--- src/codecCfgPkg.sv ---
////////////////////
//  Codec config constants
////////////////////

package codecCfgPkg;

  ////////////////////
  // Bus addressing

  // Seven-bit codec address 0x1A, R/W bit low for write
  localparam logic [7:0] codecAddrByte = {7'h1A, 1'b0};

  ////////////////////
  // Table geometry

  localparam int tableSize = 11;  // Entries in the config table
  localparam int idxWidth  = 4;   // Index width, covers tableSize

  ////////////////////
  // Word layout

  // Upper 7 bits register number, lower 9 bits value
  localparam int regWordWidth = 16;

  // Address byte in front of the register word
  localparam int xferWidth = 8 + regWordWidth;

endpackage

--- src/codecCfgSequencer.sv ---
`timescale 1ns/1ns
////////////////////
//  Config sequencer
////////////////////

module codecCfgSequencer #(
  parameter int MAX_RETRY = 3  // Attempts per entry before giving up
) (
  input  logic                                 iCLK,
  input  logic                                 iRST_N,
  output logic [codecCfgPkg::idxWidth-1:0]     idx,
  input  logic [codecCfgPkg::regWordWidth-1:0] regWord,
  output logic                                 xferStart,
  output logic [codecCfgPkg::xferWidth-1:0]    xferWord,
  input  logic                                 xferBusy,
  input  logic                                 xferDone,
  input  logic                                 xferAck,
  output logic                                 cfgDone,  // Sticky
  output logic                                 cfgFail   // Sticky
);

  localparam int IdxW   = codecCfgPkg::idxWidth;
  localparam int RetryW = $clog2(MAX_RETRY + 1);

  typedef enum logic [2:0] {
    stIssue,
    stWait,
    stAdvance,  // End-of-table check
    stDone,
    stFail
  } seqStateT;

  seqStateT          state;
  logic [IdxW-1:0]   idxReg;
  logic [RetryW-1:0] retryCnt;  // Failed attempts on this entry

  always_ff @(posedge iCLK or negedge iRST_N) begin
    if (!iRST_N) begin
      state    <= stAdvance;  // Check table before first write
      idxReg   <= '0;
      retryCnt <= '0;
    end else begin
      case (state)
        stAdvance: state <= (idxReg == IdxW'(codecCfgPkg::tableSize)) ? stDone : stIssue;
        stIssue: begin
          if (!xferBusy) state <= stWait;
        end
        stWait: begin
          if (xferDone) begin
            if (xferAck) begin
              idxReg   <= idxReg + IdxW'(1);
              retryCnt <= '0;
              // Last entry goes through the check, others reissue at once
              state    <= (idxReg == IdxW'(codecCfgPkg::tableSize - 1)) ? stAdvance : stIssue;
            end else if (retryCnt == RetryW'(MAX_RETRY - 1)) begin
              state <= stFail;
            end else begin
              retryCnt <= retryCnt + RetryW'(1);
              state    <= stIssue;  // Same word again
            end
          end
        end
        default: state <= state;  // Done and fail hold until reset
      endcase
    end
  end

  assign idx       = idxReg;
  assign xferStart = (state == stIssue) && !xferBusy;
  assign xferWord  = {codecCfgPkg::codecAddrByte, regWord};
  assign cfgDone   = (state == stDone);
  assign cfgFail   = (state == stFail);

endmodule

--- config.mk ---
export PLATFORM = sky130hd
export DESIGN_NAME = codecCfgSequencer
export DESIGN_NICKNAME = d
export VERILOG_FILES = /design/src/codecCfgPkg.sv /design/src/codecCfgSequencer.sv
export SDC_FILE = /design/constraint.sdc
export NUM_CORES = 1
export LEC_CHECK = 0
export ABC_AREA = 1
export BUFFER_PORTS_ARGS = -buffer_cell sky130_fd_sc_hd__buf_2
export CAP_MARGIN = 40
export CORE_ASPECT_RATIO = 1.25
export CORE_UTILIZATION = 36
export CTS_CLUSTER_DIAMETER = 60
export DETAILED_ROUTE_END_ITERATION = 8
export GPL_TIMING_DRIVEN = 0
export PLACE_DENSITY = 0.75
export SYNTH_ARGS = -nofsm -noshare
export SYNTH_HDL_FRONTEND = slang
export SYNTH_SLANG_ARGS = --single-unit
export TNS_END_PERCENT = 10
--- constraint.sdc ---
create_clock -name iCLK -period 1 [get_ports iCLK]
set_input_delay 0.1 -clock iCLK [delete_from_list [all_inputs] [get_ports iCLK]]
set_output_delay 0.1 -clock iCLK [all_outputs]
set_load 0.03 [all_outputs]
==> impl_results.md, run 1 <==
- Root Buffer: clkbuf_4
- Top FF cell, synth: dfrtp_1
- Area growth from synthesis to layout: 44.9%
- H-tree depth: 1
- Fmax: between 0.8 and 0.9 GHz
- Routed vias: 694
- Drt total wl: 1510 um
- Synth Area in Compound Gates: 4.61%
- Number of antenna violations at the first check in global routing: 0
- Area of the core: between 1500 and 2000 sq um
- # setup viols final: 13
- Avg Inst Size Synth: 7.72 sq um
- Register area share after synthesis: 30.9%
- Slew Viols, Final: 0
- GRT Total Usage: a little over an eighth
- Pwr dens: about 830 nW/um^2
- Number of remaining DRC errors: 0
- Sw frac: 30.8%
- Die area: 2220 sq um
- Initial drt markers: 3
- CTS max path bufs: 2
- Maximum VDD drop: 723 uV
- Async SR Flop Fraction: 100%
- Critical Path RT: about 0.90 ns
- TritonCTS Buffers: 3
- First-pass GRT wire length: between 2000 and 2500 um
- Min-delay worst type: in2reg
- DP Area: 925 sq um
- Ports: 52
- Starting Density: 40.1%
- Fin crit period: 1.24 ns
- Worst setup margin: -0.245 ns
- Net count, final: about 160
- # Max-Cap Violations: 0
- Fill cell total of the finished layout: approximately 180
- CP top delay family: flip-flops
- CP bufs+invs: 2
- Dpl hpwl: 1050 um
- RSZ-0062 raised after global routing: true
- Vias in the first global route: 545
- CP cell instances: inv_2 -> nor3_2 -> buf_4
- Distinct cell type count after synthesis: 21
- Final hold vios: 0
- CP max FO: 4
- Via-to-Cell Ratio: between 4 and 5
- CTS sink cnt: 9
- I/O Buffers: 27
- Failing checks: negative setup slack
- Worst slack, placed: -0.144 ns
- Die width: 42.4 um
- Worst Clk Skew: 0.00400 ns
- Overflow after GRT: 0
- Seq pwr share: 41.4%
- CTS tree: built
- Fin util: 58.1%
- P_leak: 0.572 nW
- Post-DR wirelength/cell: between 9 and 10 um
- Standard-cell row count: 17
- Multiplexer share of the synthesized area: 0%
- ANT nets after route: 0
- Max incr delay on CP: 0.54 ns
- Crit path arrival time: ~1.1 ns
- Register Area: 229 sq um
- Crit path kind: reg2out
- Crit end category: output port
- Outcome: finished with violations
- Area taken by multi-input logic gates: 354 sq um
- Post-synth EDFFs: 0
- Seq cells post-synth: 9
- CP max stage cell: dfstp_2
- Synth Warn #: 0
- P_int: between 600 and 700 uW
- CP startpoint kind: flop
- DIE HEIGHT: ~52 um
- Combinational share of power: between 20% and 30%
- XOR/XNOR share of the synthesized area: 4.61%
- Clk slew on worst S/H paths: about 0.06 ns
- Skew-Pair Late Insertion Delay: 0.26 ns
- Diode count: 0
- Post-Synth Adder-Cell Area: 5.12%
- Post-Syn Area: about 730 sq um
- Switch Pwr: ~270 uW
- Power share of the clock group: 31.7%
- First-pass DRT Iterations: 4
- Synth Area in Simple Gates: 24.1%
- Final Cycle Share: 124%
- Layout cells sized above 1: 57.6%
- Largest net degree at the start of global routing: 10
- Final Cell Area: 1060 sq um
- Post-synthesis cell count: 95
- Final GP Congestion: 0.801
- Main combinational cell family by area after synthesis: buffers and inverters
[final timing paths]
check | start | to | slack [ns] | cells past startpoint
setup / recovery | state[1]$_DFFE_PN1P_ | cfgDone | -0.24 | 3
hold / removal | xferAck | retryCnt[1]$_DFFE_PN0P_ | 0.15 | 3
setup reg to reg | state[1]$_DFFE_PN1P_ | idx[1]$_DFFE_PN0P_ | -0.22 | 7
hold reg to reg | retryCnt[0]$_DFFE_PN0P_ | retryCnt[0]$_DFFE_PN0P_ | 0.50 | 2
max in group asynchronous | iRST_N | state[1]$_DFFE_PN1P_ | 0.52 | 2
min in group asynchronous | iRST_N | idx[3]$_DFFE_PN0P_ | 0.23 | 2
[routing by layer]
layer,vias up,track usage (%),wire (um)
met3,4,2.07,109
met4,0,7.81,19
li1,347,-,-
met5,-,0,0
met2,34,24.4,814
met1,309,15.0,567
[power groups by stage]
stage	combinational, mW	clock [mW]	sequential (mW)
after CTS	0.235	0.289	0.364
after floorplan	0.187	0	0.371
after global placement	0.230	0	0.371
final	0.237	0.280	0.364
after global routing	0.251	0.312	0.364
after detailed placement	0.232	0	0.371
[stage by stage]
| stage | total power [mW] | hold WS, ns | setup TNS (ns) | cells |
|---|---|---|---|---|
| global placement | 0.601 | -0.0390 | -0.845 | 147 |
| finish | 0.881 | 0.155 | -2.14 | 158 |
| detailed placement | 0.603 | -0.0326 | -1.03 | 147 |
| global route | 0.927 | 0.157 | -3.07 | 158 |
| floorplan | 0.558 | -0.196 | -1.23 | 101 |
| CTS | 0.888 | 0.131 | -2.19 | 156 |
[cells in the mapped netlist, types with 2 or more instances]
library cell,n,area (sq um)
buf_4,24,180
conb_1,2,7.51
dfrtp_1,8,200
ha_1,3,37.5
inv_1,9,33.8
nand2_1,21,78.8
nand3_1,6,30.0
nor2_1,3,11.3
nor2_2,2,12.5
nor3_1,2,10.0
o21ai_0,2,10.0
o21ai_1,3,15.0
xor2_1,2,17.5
[cell type report]
cell class / instances / area share, %
sequential: 9 / 21.6
buffer: 24 / 17.0
inverter: 10 / 3.53
clock buffer: 4 / 2.47
tap: 19 / 2.24
timing repair buffer: 34 / 19.9
multi-input combinational: 58 / 33.3
[sequential cells by signal, summed over array words and instances (netlist names)]
signal	flops
idx	4
retryCnt	2
state	3
[kinds of logic after synthesis]
| kind of cell | count (synthesis) |
|---|---|
| other | 2 |
| AOI/OAI and AO/OA | 6 |
| xor gates and xnor gates | 3 |
| DFF | 9 |
| and+or+nand+nor | 38 |
| buffers and inverters | 34 |
| adders and majority gates | 3 |
[worst min-delay path: cells and delay by family]
family | cells | cell delay (ns)
compound gates | 1 | 0.05
buf+inv | 1 | 0.11
simple gates | 1 | 0.11
[cells in the final DEF, fill, tap and decap left out, types with 3 or more instances in the layout]
cell type and n:
conb_1 8, inv_2 4, inv_1 6, o21ai_1 3, dfrtp_1 6, nor2_4 3
ha_1 3, nand3_1 5, clkbuf_4 3, buf_4 31, buf_6 3, nand2_1 19
buf_2 23
[repair_timing]
| item | 4_1_cts | 5_1_grt |
|---|---|---|
| pin swaps | 6 | 4 |
| hold endpoints to repair | 9 | 0 |
| resized for setup | 11 | 9 |
| setup buffers | 4 | 2 |
| setup endpoints to repair | 15 | 15 |
| hold buffers | 1 | 0 |
Note: power is estimated with default switching activity, not from simulation.
==> run 2: changes to the inputs <==
--- a/config.mk
+++ b/config.mk
@@ -8,12 +8,12 @@
 export ABC_AREA = 1
 export BUFFER_PORTS_ARGS = -buffer_cell sky130_fd_sc_hd__buf_2
 export CAP_MARGIN = 40
-export CORE_ASPECT_RATIO = 1.25
 export CORE_UTILIZATION = 36
+export CTS_BUF_LIST = sky130_fd_sc_hd__clkbuf_8 sky130_fd_sc_hd__clkbuf_16
 export CTS_CLUSTER_DIAMETER = 60
 export DETAILED_ROUTE_END_ITERATION = 8
 export GPL_TIMING_DRIVEN = 0
-export PLACE_DENSITY = 0.75
+export PLACE_DENSITY = 0.77
 export SYNTH_ARGS = -nofsm -noshare
 export SYNTH_HDL_FRONTEND = slang
 export SYNTH_SLANG_ARGS = --single-unit
==> run 2 against run 1 <==
The flow still finishes with violations (negative setup slack). Largest cell class unchanged. Die area barely moved. Utilization rose by 1.6 points. Highest routed layer unchanged. Wire length fell by 5.2%. Maximum frequency rose by 1.2%. First-iteration DRC count fell by 33%.
==> impl_results.md, run 2 (synthesized netlist as in run 1, its figures left out) <==
- Ports: 52
- Area of the core: ~1800 sq um
- Final Cell Area: 1090 sq um
- Crit end category: output port
- CTS tree: built
- Crit path kind: reg2out
- Setup TNS Final: -1.89 ns
- Area growth from synthesis to layout: 48.1%
- CP bufs+invs: 3
- Final hold vios: 0
- Maximum VDD drop: about 1100 uV
- Drt total wl: 1430 um
- DIE HEIGHT: 47.1 um
- P_leak: roughly 0.61 nW
- Most common cell after layout, fill and taps aside: buf_4
- # Max-Cap Violations: 0
- Layout cells sized above 1: 58.6%
- Max incr delay on CP: 0.40 ns
- Final Cycle Share: 123%
- Final GP Congestion: about 0.75
- ANT nets after route: 0
- Slew Viols, Final: 0
- Most frequent cells in the layout: buf_4, buf_2, nand2_1
- Die area: 2220 sq um
- Number of antenna violations at the first check in global routing: 0
- Routing usage on met1: 14.5%
- CTS sink cnt: 9
- Max reg flops: 4
- Skew-Pair Late Insertion Delay: around 0.23 ns
- Number of remaining DRC errors: 0
- Starting Density: 40.3%
- I/O Buffers: 27
- Outcome: finished with violations
- Post-DR wirelength/cell: roughly 8.7 um
- Initial drt markers: 2
- RSZ-0062 raised after global routing: true
- CP cell instances: inv_2 -> buf_6 -> nor3_2 -> buf_4
- Net count, final: 165
- Critical Path RT: about 0.9 ns
- Standard-cell row count: 15
- CP max stage cell: dfrtp_1
- Crit path arrival time: around 1.1 ns
- CP top delay family: flip-flops
- GRT Total Usage: 13.0%
- Failing checks: negative setup slack
- Pwr dens: about 930 nW/um^2
- Min-delay worst type: in2reg
- Power Total: approximately 1 mW
- Worst setup margin: -0.230 ns
- Routed vias: 683
- Dpl hpwl: 1090 um
- Root Buffer: clkbuf_8
- Fin crit period: 1.23 ns
- Via-to-Cell Ratio: between 4 and 5
- Largest net degree at the start of global routing: 10
- Met3 Track Usage GR: 6.92%
- Clk slew on worst S/H paths: 0.05 ns
- Vias in the first global route: 491
- Worst slack, placed: -0.144 ns
- Worst Clk Skew: 0.00312 ns
- CP max FO: 4
- GR peak layer: met2
- # setup viols final: 12
- Overflow after GRT: 0
- H-tree depth: 1
- DP Area: between 900 and 1000 sq um
- Fmax: 0.813 GHz
- CP startpoint kind: flop
- Diode count: 0
- First-pass GRT wire length: 1940 um
- CTS max path bufs: 2
- Met2 GRT Util: 21.9%
- Hold_ws: ~0.16 ns
- First-pass DRT Iterations: 2
- Die width: 47.1 um
- TritonCTS Buffers: 3
## run 2: changes by cell type in the layout (fill, tap and decap cells not counted), sizes merged
cell / previous run / this run
inv: 10 / 11
## run 2: report_power, final
part	leakage, nW	total, mW	switching, mW	internal [mW]
Clock	0.0269	0.409	0.141	0.267
Combinational	0.476	0.235	0.144	0.0913
Sequential	0.105	0.366	0	0.366
## run 2: area by class of cell
type / instances / area (sq um)
well taps: 25 / 31.3
clock buffers: 3 / 41.3
inverters: 10 / 37.5
clock inverters: 1 / 3.75
repair buffers: 35 / 218
multi-input cells: 58 / 345
fillers: 171 / 734
plain buffers: 24 / 180
flip-flops and latches: 9 / 229
## run 2: final timing paths
path                                         start  cells after the start                      end  slack, ns
hold reg to reg            retryCnt[1]$_DFFE_PN0P_                      2  retryCnt[1]$_DFFE_PN0P_       0.48
min in group asynchronous                   iRST_N                      2     state[2]$_DFFE_PN0P_       0.26
max in group asynchronous                   iRST_N                      2     state[1]$_DFFE_PN1P_       0.49
hold / removal                             xferAck                      3  retryCnt[1]$_DFFE_PN0P_       0.16
setup / recovery              state[0]$_DFFE_PN0P_                      4                  cfgDone      -0.23
setup reg to reg              state[1]$_DFFE_PN1P_                      7       idx[1]$_DFFE_PN0P_      -0.18
## run 2: what timing repair did
item	4_1_cts	5_1_grt
hold buffers	1	0
pin swaps	2	1
setup buffers	7	0
gates resized for setup	11	8
endpoints found under the hold margin	9	0
setup endpoints to repair	13	14
## run 2: worst register-to-register path: stages (launching register included)
cell     delay, ns
dfstp_2       0.37
buf_6         0.12
nor2_2        0.08
nand3_2       0.11
nor2_4        0.20
inv_2         0.06
nand2_1       0.07
o21ai_2       0.05
## run 2: per-stage QoR
step                instances  util [%]
detailed placement        153      51.2
global route              165      59.7
floorplan                 101         -
finish                    165      59.7
CTS                       165      58.4
global placement          153      51.2
## run 2: layer usage
layer	share of wire (%)	vias to the layer above
li1	-	354
met1	38	297
met2	54	30
met3	6.9	2
met4	0.84	0
met5	0	-
