File: src/codecCfgPkg.sv
////////////////////
//  Codec config constants
////////////////////

package codecCfgPkg;

  ////////////////////
  // Bus addressing

  // Seven-bit codec address 0x1A, R/W bit low for write
  localparam logic [7:0] codecAddrByte = {7'h1A, 1'b0};

  ////////////////////
  // Table geometry

  localparam int tableSize = 11;  // Entries in the config table
  localparam int idxWidth  = 4;   // Index width, covers tableSize

  ////////////////////
  // Word layout

  // Upper 7 bits register number, lower 9 bits value
  localparam int regWordWidth = 16;

  // Address byte in front of the register word
  localparam int xferWidth = 8 + regWordWidth;

endpackage

File: src/codecRegTable.sv
`timescale 1ns/1ns
////////////////////
//  Codec register table
////////////////////

module codecRegTable (
  input  logic [codecCfgPkg::idxWidth-1:0]     idx,     // Entry index from sequencer
  output logic [codecCfgPkg::regWordWidth-1:0] regWord  // Register word for that entry
);

  // Word is {reg[6:0], value[8:0]}
  always_comb begin
    case (idx)
      4'd0:    regWord = 16'h1E00;  // R15 reset
      4'd1:    regWord = 16'h009A;  // R0 left line in
      4'd2:    regWord = 16'h029A;  // R1 right line in
      4'd3:    regWord = 16'h0479;  // R2 left headphone
      4'd4:    regWord = 16'h0679;  // R3 right headphone
      4'd5:    regWord = 16'h08D2;  // R4 analog path, DAC selected
      4'd6:    regWord = 16'h0A06;  // R5 digital path, de-emphasis
      4'd7:    regWord = 16'h0C00;  // R6 power up everything
      4'd8:    regWord = 16'h0E01;  // R7 format, 16 bit
      4'd9:    regWord = 16'h1009;  // R8 sample rate
      4'd10:   regWord = 16'h1201;  // R9 activate
      default: regWord = 16'h0000;  // Past the end
    endcase
  end

endmodule

File: config.mk
export PLATFORM = sky130hd
export DESIGN_NAME = codecRegTable
export DESIGN_NICKNAME = d
export VERILOG_FILES = /design/src/codecCfgPkg.sv /design/src/codecRegTable.sv
export SDC_FILE = /design/constraint.sdc
export NUM_CORES = 1
export LEC_CHECK = 0
export ABC_AREA = 1
export BUFFER_PORTS_ARGS = -buffer_cell sky130_fd_sc_hd__buf_4
export CAP_MARGIN = 20
export CORE_AREA = 2 2 39 41
export DETAILED_ROUTE_END_ITERATION = 16
export DIE_AREA = 0 0 41 43
export PLACE_DENSITY_LB_ADDON = 0.3
export SLEW_MARGIN = 20
export SYNTH_ARGS = -nofsm -noshare
export SYNTH_HDL_FRONTEND = slang
export SYNTH_SLANG_ARGS = --single-unit
export TNS_END_PERCENT = 1
File: constraint.sdc
create_clock -name vclk -period 1.5
set_clock_uncertainty 0.15 [all_clocks]
set_input_delay 0.3 -clock vclk [all_inputs]
set_output_delay 0.3 -clock vclk [all_outputs]
set_load 0.1 [all_outputs]
==> results of run 1 <==
cell usage in the layout, fill, tap and decap left out:
| cell type | synthesis | final |
|---|---|---|
| nor2_1 | 2 | 1 |
| a21oi_2 | 0 | 2 |
| ha_4 | 0 | 2 |
| inv_4 | 2 | 2 |
| inv_1 | 5 | 2 |
| buf_6 | 2 | 4 |
| buf_8 | 0 | 3 |
| inv_2 | 0 | 1 |
| nor2_2 | 0 | 1 |
| conb_1 | 1 | 4 |
| a21oi_4 | 0 | 1 |
| nand2_2 | 2 | 5 |
| nand2_4 | 0 | 1 |
| nand2_1 | 17 | 12 |
| ha_2 | 0 | 1 |
| ha_1 | 5 | 2 |
| nand3_1 | 2 | 2 |
| nand2_8 | 0 | 1 |
| nor2_4 | 2 | 2 |
| o21ai_2 | 1 | 1 |
| buf_12 | 0 | 8 |
| buf_4 | 4 | 11 |
| inv_8 | 0 | 2 |
| o21ai_1 | 2 | 2 |
worst max-delay path: stages:
cell and delay (ns):
buf_8 0.09, inv_8 0.04, ha_4 0.25, inv_2 0.04
nor2_4 0.16, buf_6 0.12, a21oi_4 0.03, buf_12 0.16
kinds of logic after synthesis:
group                    count (synthesis)
buffers and inverters                   13
adder cells (fa/ha/maj)                  5
AND/OR/NAND/NOR                         25
other                                    1
AO/OA/AOI/OAI                            6
worst max path at each step:
| stage | startpoint | endpoint | slack [ns] | depth (start not counted) |
|---|---|---|---|---|
| after floorplan | idx[0] | regWord[7] | -0.52 | 6 |
| after global placement | idx[0] | regWord[7] | -0.32 | 8 |
| after detailed placement | idx[0] | regWord[7] | -0.33 | 8 |
| after CTS | idx[1] | regWord[7] | -0.15 | 8 |
| after global routing | idx[0] | regWord[7] | -0.18 | 8 |
| final | idx[0] | regWord[10] | -0.14 | 8 |
timing repair:
action | 4_1_cts | 5_1_grt
buffers inserted | 0 | 1
setup endpoints to repair | 12 | 12
gates resized for setup | 39 | 8
pin swaps | 4 | 3
cell type report:
cell class                 instances  area (um^2)  share of cell area (%)
inverter                           7        46.29                   6.549
multi-input combinational         40        307.8                   43.54
tap                               16        20.02                   2.832
timing repair buffer              26        332.8                   47.08
per-layer routing:
layer / share of wire, % / up-vias / GRT usage, % / wire, um
li1: - / 194 / - / -
met3: 4.3 / 0 / 0.5236 / 33
met1: 41 / 151 / 13.29 / 310
met5: 0 / - / 0 / 0
met4: 0 / 0 / 0 / 0
met2: 55 / 10 / 18.13 / 420
report_power, final:
group          internal [mW]  leakage, nW  switching, mW
Clock                      0            0              0
Combinational          0.134        0.345          0.292
Sequential                 0            0              0
Total                  0.134        0.345          0.292
==> metrics.md, run 1 <==
| Metric | Value |
|---|---|
| Worst EP required | `1.05 ns` |
| Critical path type | `input pin to output port` |
| Sequential cell count | `0` |
| Share of the yosys chip area belonging to registers | `0%` |
| Xor and xnor area share after synthesis | `0%` |
| Crit path launch type | `input pin` |
| Cells after synthesis | `50` |
| CP Max Fanout | `3` |
| Post-layout util | `51.09%` |
| WL per Instance | `8.573 um` |
| Final instance area | `706.9 um^2` |
| # port buffers | `16` |
| Post-Place Setup Slack | `-0.3320 ns` |
| HP Class | `input pin to output port` |
| Die area | `0.001763 mm^2` |
| Most used standard cell by instance count after synthesis | `nand2_1` |
| Post-synthesis mux area share | `0%` |
| Via count of the first global-routing pass | `342` |
| All-Layer GR Usage | `10.09%` |
| Register area | `0 um^2` |
| Vias | `355` |
| Worst hold endpoint | `regWord[1]` |
| Worst Path Arrival | `1.19 ns` |
| Highest Clock Rate | `608.0 MHz` |
| Status | `finished with violations` |
| # rows | `14` |
| Routed Antenna Nets | `0` |
| Initial DRT Pass Iterations | `2` |
| Overall routed net length | `763 um` |
| Maximum vdd drop | `280.6 uV` |
| DP HPWL | `627.5 um` |
| Synth area leaders | `nand2_1, ha_1, buf_4` |
| Cts hold-fix bufs | `0` |
| First-pass GRT wire length | `1352 um` |
| Post-synth top area cell | `nand2_1` |
| RSZ-0062 raised after global routing | `yes` |
| Placed cell areas | `524.3 um^2` |
| Failing checks | `setup timing` |
| Cell variety after synth | `14` |
| Synth top cells by count | `nand2_1, ha_1, inv_1` |
| Synth top area share | `21.25%` |
| Synth Area in Adders | `20.83%` |
| Remaining DRCs | `0` |
| Die width | `41 um` |
| # IOs | `20` |
| Post-route minimum period | `1.645 ns` |
| Routability cong. | `0.7444` |
| Vias per cell | `3.989` |
| Post-Layout Cell Count | `89` |
| Hold Vio Cnt, Final | `0` |
| Crit. End Element | `output port` |
| Fraction of layout cells with a size suffix above 1 | `65.75%` |
| Initial Util | `21.70%` |
| Pwr Total | `426.3 uW` |
| Drt first-iter violations | `2` |
| Tcrit/Tclk final | `109.7%` |
| Synth warnings | `0` |
| Hold Crit Depth | `3` |
| Die H | `43 um` |
| Largest family of logic cells by synthesized area | `simple AND/OR/NAND/NOR gates` |
| Final setup fails | `11` |
| Max-cap violations | `0` |
| Cell Area, Synth | `300.3 um^2` |
| Total core area | `0.001384 mm^2` |
| Setup TNS | `-0.8103 ns` |
| Leak | `0.3455 nW` |
| Max-slew violations | `0` |
| # fillers | `138` |
| HP Start | `idx[3]` |
| Initial antenna violation count | `0` |
| Simple-Gate Fraction of Synth Area | `38.75%` |
| Synth Area per Inst | `6.006 um^2` |
| Clock buffer count | `0` |
| Hold slack | `0.8101 ns` |
| Final WS setup | `-0.1449 ns` |
| Largest net degree at the start of global routing | `10` |
| Compound-Gate Fraction of Synth Area | `11.25%` |
| Post-layout net count | `84` |
| Placed Instances | `88` |
| Area growth syn-to-layout | `135.4%` |
| GRT Residual Overflow | `0` |
| PwrDens | `603.1 mW/mm^2` |
| Diodes inserted | `0` |
Power figures use the tool's default switching activity.
==> run 2, diff against run 1 <==
--- a/config.mk
+++ b/config.mk
@@ -8,9 +8,9 @@
 export ABC_AREA = 1
 export BUFFER_PORTS_ARGS = -buffer_cell sky130_fd_sc_hd__buf_4
 export CAP_MARGIN = 20
-export CORE_AREA = 2 2 39 41
+export CORE_AREA = 4 4 41 43
 export DETAILED_ROUTE_END_ITERATION = 16
-export DIE_AREA = 0 0 41 43
+export DIE_AREA = 0 0 45 47
 export PLACE_DENSITY_LB_ADDON = 0.3
 export SLEW_MARGIN = 20
 export SYNTH_ARGS = -nofsm -noshare
==> run 2 against run 1 <==
Worst setup slack better by 0.011 ns. Combinational power is 0.9% lower. Critical path type unchanged. Hold slack better by 0.056 ns. Flip-flop and latch count stayed put. The run still ends with setup timing left. Highest routed layer unchanged. Critical path depth is 2 lower. Power is 0.98% lower.
==> metrics.md, run 2 (synthesis results as in run 1) <==
| Metric | Value |
|---|---|
| CP delay by family, top | `buffers and inverters` |
| # port buffers | `16` |
| Total core area | `0.001301 mm^2` |
| Initial Util | `23.08%` |
| Cts hold-fix bufs | `0` |
| Critical path type | `input pin to output port` |
| Sequential cell count | `0` |
| Area of the multi-input gates | `317.8 um^2` |
| # IOs | `20` |
| Hold Vio Cnt, Final | `0` |
| First-pass GRT wire length | `1449 um` |
| Drt first-iter violations | `2` |
| Leak | `0.3276 nW` |
| HP Start | `idx[3]` |
| All-Layer GR Usage | `8.812%` |
| PwrDens | `617.9 mW/mm^2` |
| Die H | `47 um` |
| Via count of the first global-routing pass | `360` |
| Initial DRT Pass Iterations | `4` |
| Fraction of layout cells with a size suffix above 1 | `65.71%` |
| # fillers | `128` |
| Setup bufs post-CTS | `0` |
| Crit. End Element | `output port` |
| # rows | `13` |
| Die area | `0.002115 mm^2` |
| Max-slew violations | `0` |
| Initial antenna violation count | `0` |
| CP Max Fanout | `4` |
| Worst Path Arrival | `1.18 ns` |
| Max-cap violations | `0` |
| CP max stage cell | `buf_4` |
| Buf/Inv on CP | `4` |
| Area growth syn-to-layout | `127.5%` |
| Crit path from | `idx[1]` |
| Routability cong. | `0.7470` |
| Vias | `368` |
| Clock buffer count | `0` |
| WL per Instance | `10.40 um` |
| Worst EP required | `1.05 ns` |
| Tcrit/Tclk final | `108.9%` |
| Vias per cell | `4.329` |
| HP Class | `input pin to output port` |
| Post-layout net count | `81` |
| Crit path launch type | `input pin` |
| Final setup fails | `11` |
| Crit path largest cell delay | `0.32 ns` |
| Post-Layout Cell Count | `85` |
| Overall routed net length | `884 um` |
| Critical path endpoint | `regWord[1]` |
| GRT Residual Overflow | `0` |
| Routed Antenna Nets | `0` |
| RSZ-0062 raised after global routing | `yes` |
| Most common cell after layout, fill and taps aside | `nand2_1` |
| Status | `finished with violations` |
| Post-route minimum period | `1.634 ns` |
| Register area | `0 um^2` |
| Maximum vdd drop | `311.1 uV` |
| Commonest cells after routing, fill and taps aside | `nand2_1, buf_4, buf_12` |
| CP Depth | `6` |
| Post-layout util | `52.50%` |
| DP HPWL | `651.5 um` |
| CP Cell Sequence | `buf_8 > inv_6 > ha_4 > inv_2 > nor2_4 > buf_4` |
| Final WS setup | `-0.1336 ns` |
| Failing checks | `setup timing` |
| Placed Instances | `85` |
| Diodes inserted | `0` |
| Pwr Total | `422.2 uW` |
| Die width | `45 um` |
| Largest net degree at the start of global routing | `10` |
| Highest Clock Rate | `612.1 MHz` |
| Remaining DRCs | `0` |
==> run 2: layer usage <==
| metal | global-route usage (%) | share of wire, % |
|---|---|---|
| met5 | 0 | 0 |
| met2 | 19.21 | 58 |
| met1 | 9.438 | 36 |
| met4 | 0 | 0 |
| met3 | 0.7663 | 5.8 |
==> run 2: layout make-up <==
cell class                 count  area share (%)
multi-input combinational     40           46.52
tap                           15           2.747
inverter                       7           5.678
timing repair buffer          23           45.05
==> run 2: metrics by stage <==
stage / worst slack, ns / hold WS [ns] / TNS (ns) / area, um^2
floorplan: -0.5159 / 0.7308 / -4.757 / 369.1
global placement: -0.3155 / 0.8626 / -2.560 / 508.0
detailed placement: -0.3220 / 0.8628 / -2.637 / 508.0
CTS: -0.1344 / 0.8672 / -0.7796 / 655.6
global route: -0.1781 / 0.8877 / -1.386 / 683.2
finish: -0.1336 / 0.8659 / -0.7883 / 683.2
==> run 2: what timing repair did <==
| action | CTS | global route |
|---|---|---|
| setup endpoints to repair | 12 | 12 |
| gates cloned | 0 | 0 |
| pin swaps | 6 | 2 |
| resized for setup | 39 | 6 |
==> run 2: worst min-delay path by stage <==
stage | slack (ns) | to | depth (start not counted)
floorplan | 0.73 | regWord[1] | 2
global placement | 0.86 | regWord[1] | 3
detailed placement | 0.86 | regWord[1] | 3
CTS | 0.87 | regWord[1] | 3
global route | 0.89 | regWord[1] | 3
finish | 0.87 | regWord[1] | 3
==> run 2: report_power, final <==
| group | total (mW) | internal [mW] | switching [mW] |
|---|---|---|---|
| Combinational | 0.422 | 0.129 | 0.293 |
| Clock | 0 | 0 | 0 |
| Sequential | 0 | 0 | 0 |
| Total | 0.422 | 0.129 | 0.293 |
==> run 2: worst min-delay path, cell delays in order <==
cell and delay (ns):
buf_4 0.13, nor2_4 0.06, buf_4 0.22
==> run 3, diff against run 2 <==
==> constraint.sdc (replaced) <==
create_clock -name vclk -period 1.6
set_clock_uncertainty 0.15 [all_clocks]
set_input_delay 0.32 -clock vclk [all_inputs]
set_output_delay 0.32 -clock vclk [all_outputs]
set_load 0.1 [all_outputs]
==> run 3 against run 2 <==
The run still ends with setup timing left. Combinational power shrank 7.8%. Final cell count shrank 1.2%. Via count shrank 2.2%. Non-clock buffer count shrank 1. Count of clock-buffer cells in the layout is the same. Flip-flop and latch count is the same. Power shrank 7.9%. Sequential share of layout area is the same. Die area is the same. Worst setup slack gained 0.049 ns. Critical endpoint is now regWord[7].
==> metrics.md, run 3 (synthesis results as in run 1) <==
| Metric | Value |
|---|---|
| Status | `finished with violations` |
| Failing checks | `setup timing` |
| Initial DRT Pass Iterations | `2` |
| Vias | `360` |
| Post-layout net count | `80` |
| Max-slew violations | `0` |
| Crit path launch type | `input pin` |
| CP Max Fanout | `4` |
| Die area | `0.002115 mm^2` |
| GRT Residual Overflow | `0` |
| Setup TNS | `-0.2176 ns` |
| DP HPWL | `668.3 um` |
| Worst Path Arrival | `1.21 ns` |
| Max-cap violations | `0` |
| Total core area | `0.001301 mm^2` |
| Leak | `0.3187 nW` |
| # IOs | `20` |
| Cts hold-fix bufs | `0` |
| Largest net degree at the start of global routing | `10` |
| Crit. End Element | `output port` |
| Area growth syn-to-layout | `120.8%` |
| Tcrit/Tclk final | `105.3%` |
| Initial antenna violation count | `0` |
| Setup bufs post-CTS | `0` |
| Fraction of layout cells with a size suffix above 1 | `65.22%` |
| CP delay by family, top | `buffers and inverters` |
| Remaining DRCs | `0` |
| Die H | `47 um` |
| WL per Instance | `9.369 um` |
| HP Class | `input pin to output port` |
| Commonest cells after routing, fill and taps aside | `nand2_1, buf_12, buf_4` |
| Final setup fails | `7` |
| CP max stage cell | `ha_4` |
| RSZ-0062 raised after global routing | `yes` |
| Drt first-iter violations | `1` |
| Placed Instances | `84` |
| All-Layer GR Usage | `7.946%` |
| Overall routed net length | `787 um` |
| Diodes inserted | `0` |
| Crit path largest cell delay | `0.26 ns` |
| Register area | `0 um^2` |
| Via count of the first global-routing pass | `354` |
| Post-route minimum period | `1.685 ns` |
| Clock buffer count | `0` |
| # port buffers | `16` |
| Hold Vio Cnt, Final | `0` |
| First-pass GRT wire length | `1366 um` |
| Most common cell after layout, fill and taps aside | `nand2_1` |
| Die width | `45 um` |
| Highest Clock Rate | `593.6 MHz` |
| Worst EP required | `1.13 ns` |
| CP Cell Sequence | `buf_8 > inv_6 > ha_4 > inv_2 > nor2_4 > nand2_4 > nand2_8 > buf_12` |
| PwrDens | `586.6 mW/mm^2` |
| Post-Layout Cell Count | `84` |
| # fillers | `131` |
| Maximum vdd drop | `292.4 uV` |
| Sequential cell count | `0` |
| Vias per cell | `4.286` |
| Initial Util | `23.08%` |
| Routed Antenna Nets | `0` |
| Routability cong. | `0.7607` |
| Area of the multi-input gates | `305.3 um^2` |
| # rows | `13` |
| Final WS setup | `-0.08476 ns` |
| Critical path type | `input pin to output port` |
| Buf/Inv on CP | `4` |
## run 3: cell count changes in the layout (fill, tap and decap cells not counted), sizes merged
cell  delta
buf      -1
## run 3: worst paths after layout
check	endpoint	slack [ns]	from	depth (start not counted)
setup / recovery	regWord[7]	-0.08	idx[1]	8
hold / removal	regWord[1]	0.86	idx[3]	3
## run 3: per-stage QoR
step                util, %  cell area, um^2  hold slack (ns)  setup WS (ns)  total power, mW
floorplan                 -            369.1           0.7708        -0.4559           0.2785
CTS                   47.60            619.3           0.8669       -0.08688           0.3729
finish                50.96            663.1           0.8600       -0.08476           0.3890
global placement      38.46            500.5           0.9028        -0.2549           0.3270
global route          50.96            663.1           0.8774        -0.1222           0.4038
detailed placement    38.46            500.5           0.9073        -0.2627           0.3279
## run 3: layout make-up
class | count | area share (%)
multi-input combinational | 40 | 46.04
tap | 15 | 2.830
timing repair buffer | 22 | 45.28
inverter | 7 | 5.849
## run 3: report_power, final
group | leakage, nW | internal, mW | switching (mW) | total (mW)
combinational | 0.319 | 0.117 | 0.272 | 0.389
sequential | 0 | 0 | 0 | 0
clock | 0 | 0 | 0 | 0
total | 0.319 | 0.117 | 0.272 | 0.389
## run 3: layer usage
layer	routed length (um)	global-route usage, %	share of wire [%]
met3	49	0.7663	6.2
met5	0	0	0
met4	0	0	0
met2	422	15.82	54
met1	315	9.663	40
## run 3: repair_timing
| item | in CTS | in global routing |
|---|---|---|
| gates resized for setup | 33 | 11 |
| pin swaps | 4 | 0 |
| endpoints found under the setup margin | 12 | 12 |
| endpoints found under the hold margin | 0 | 0 |
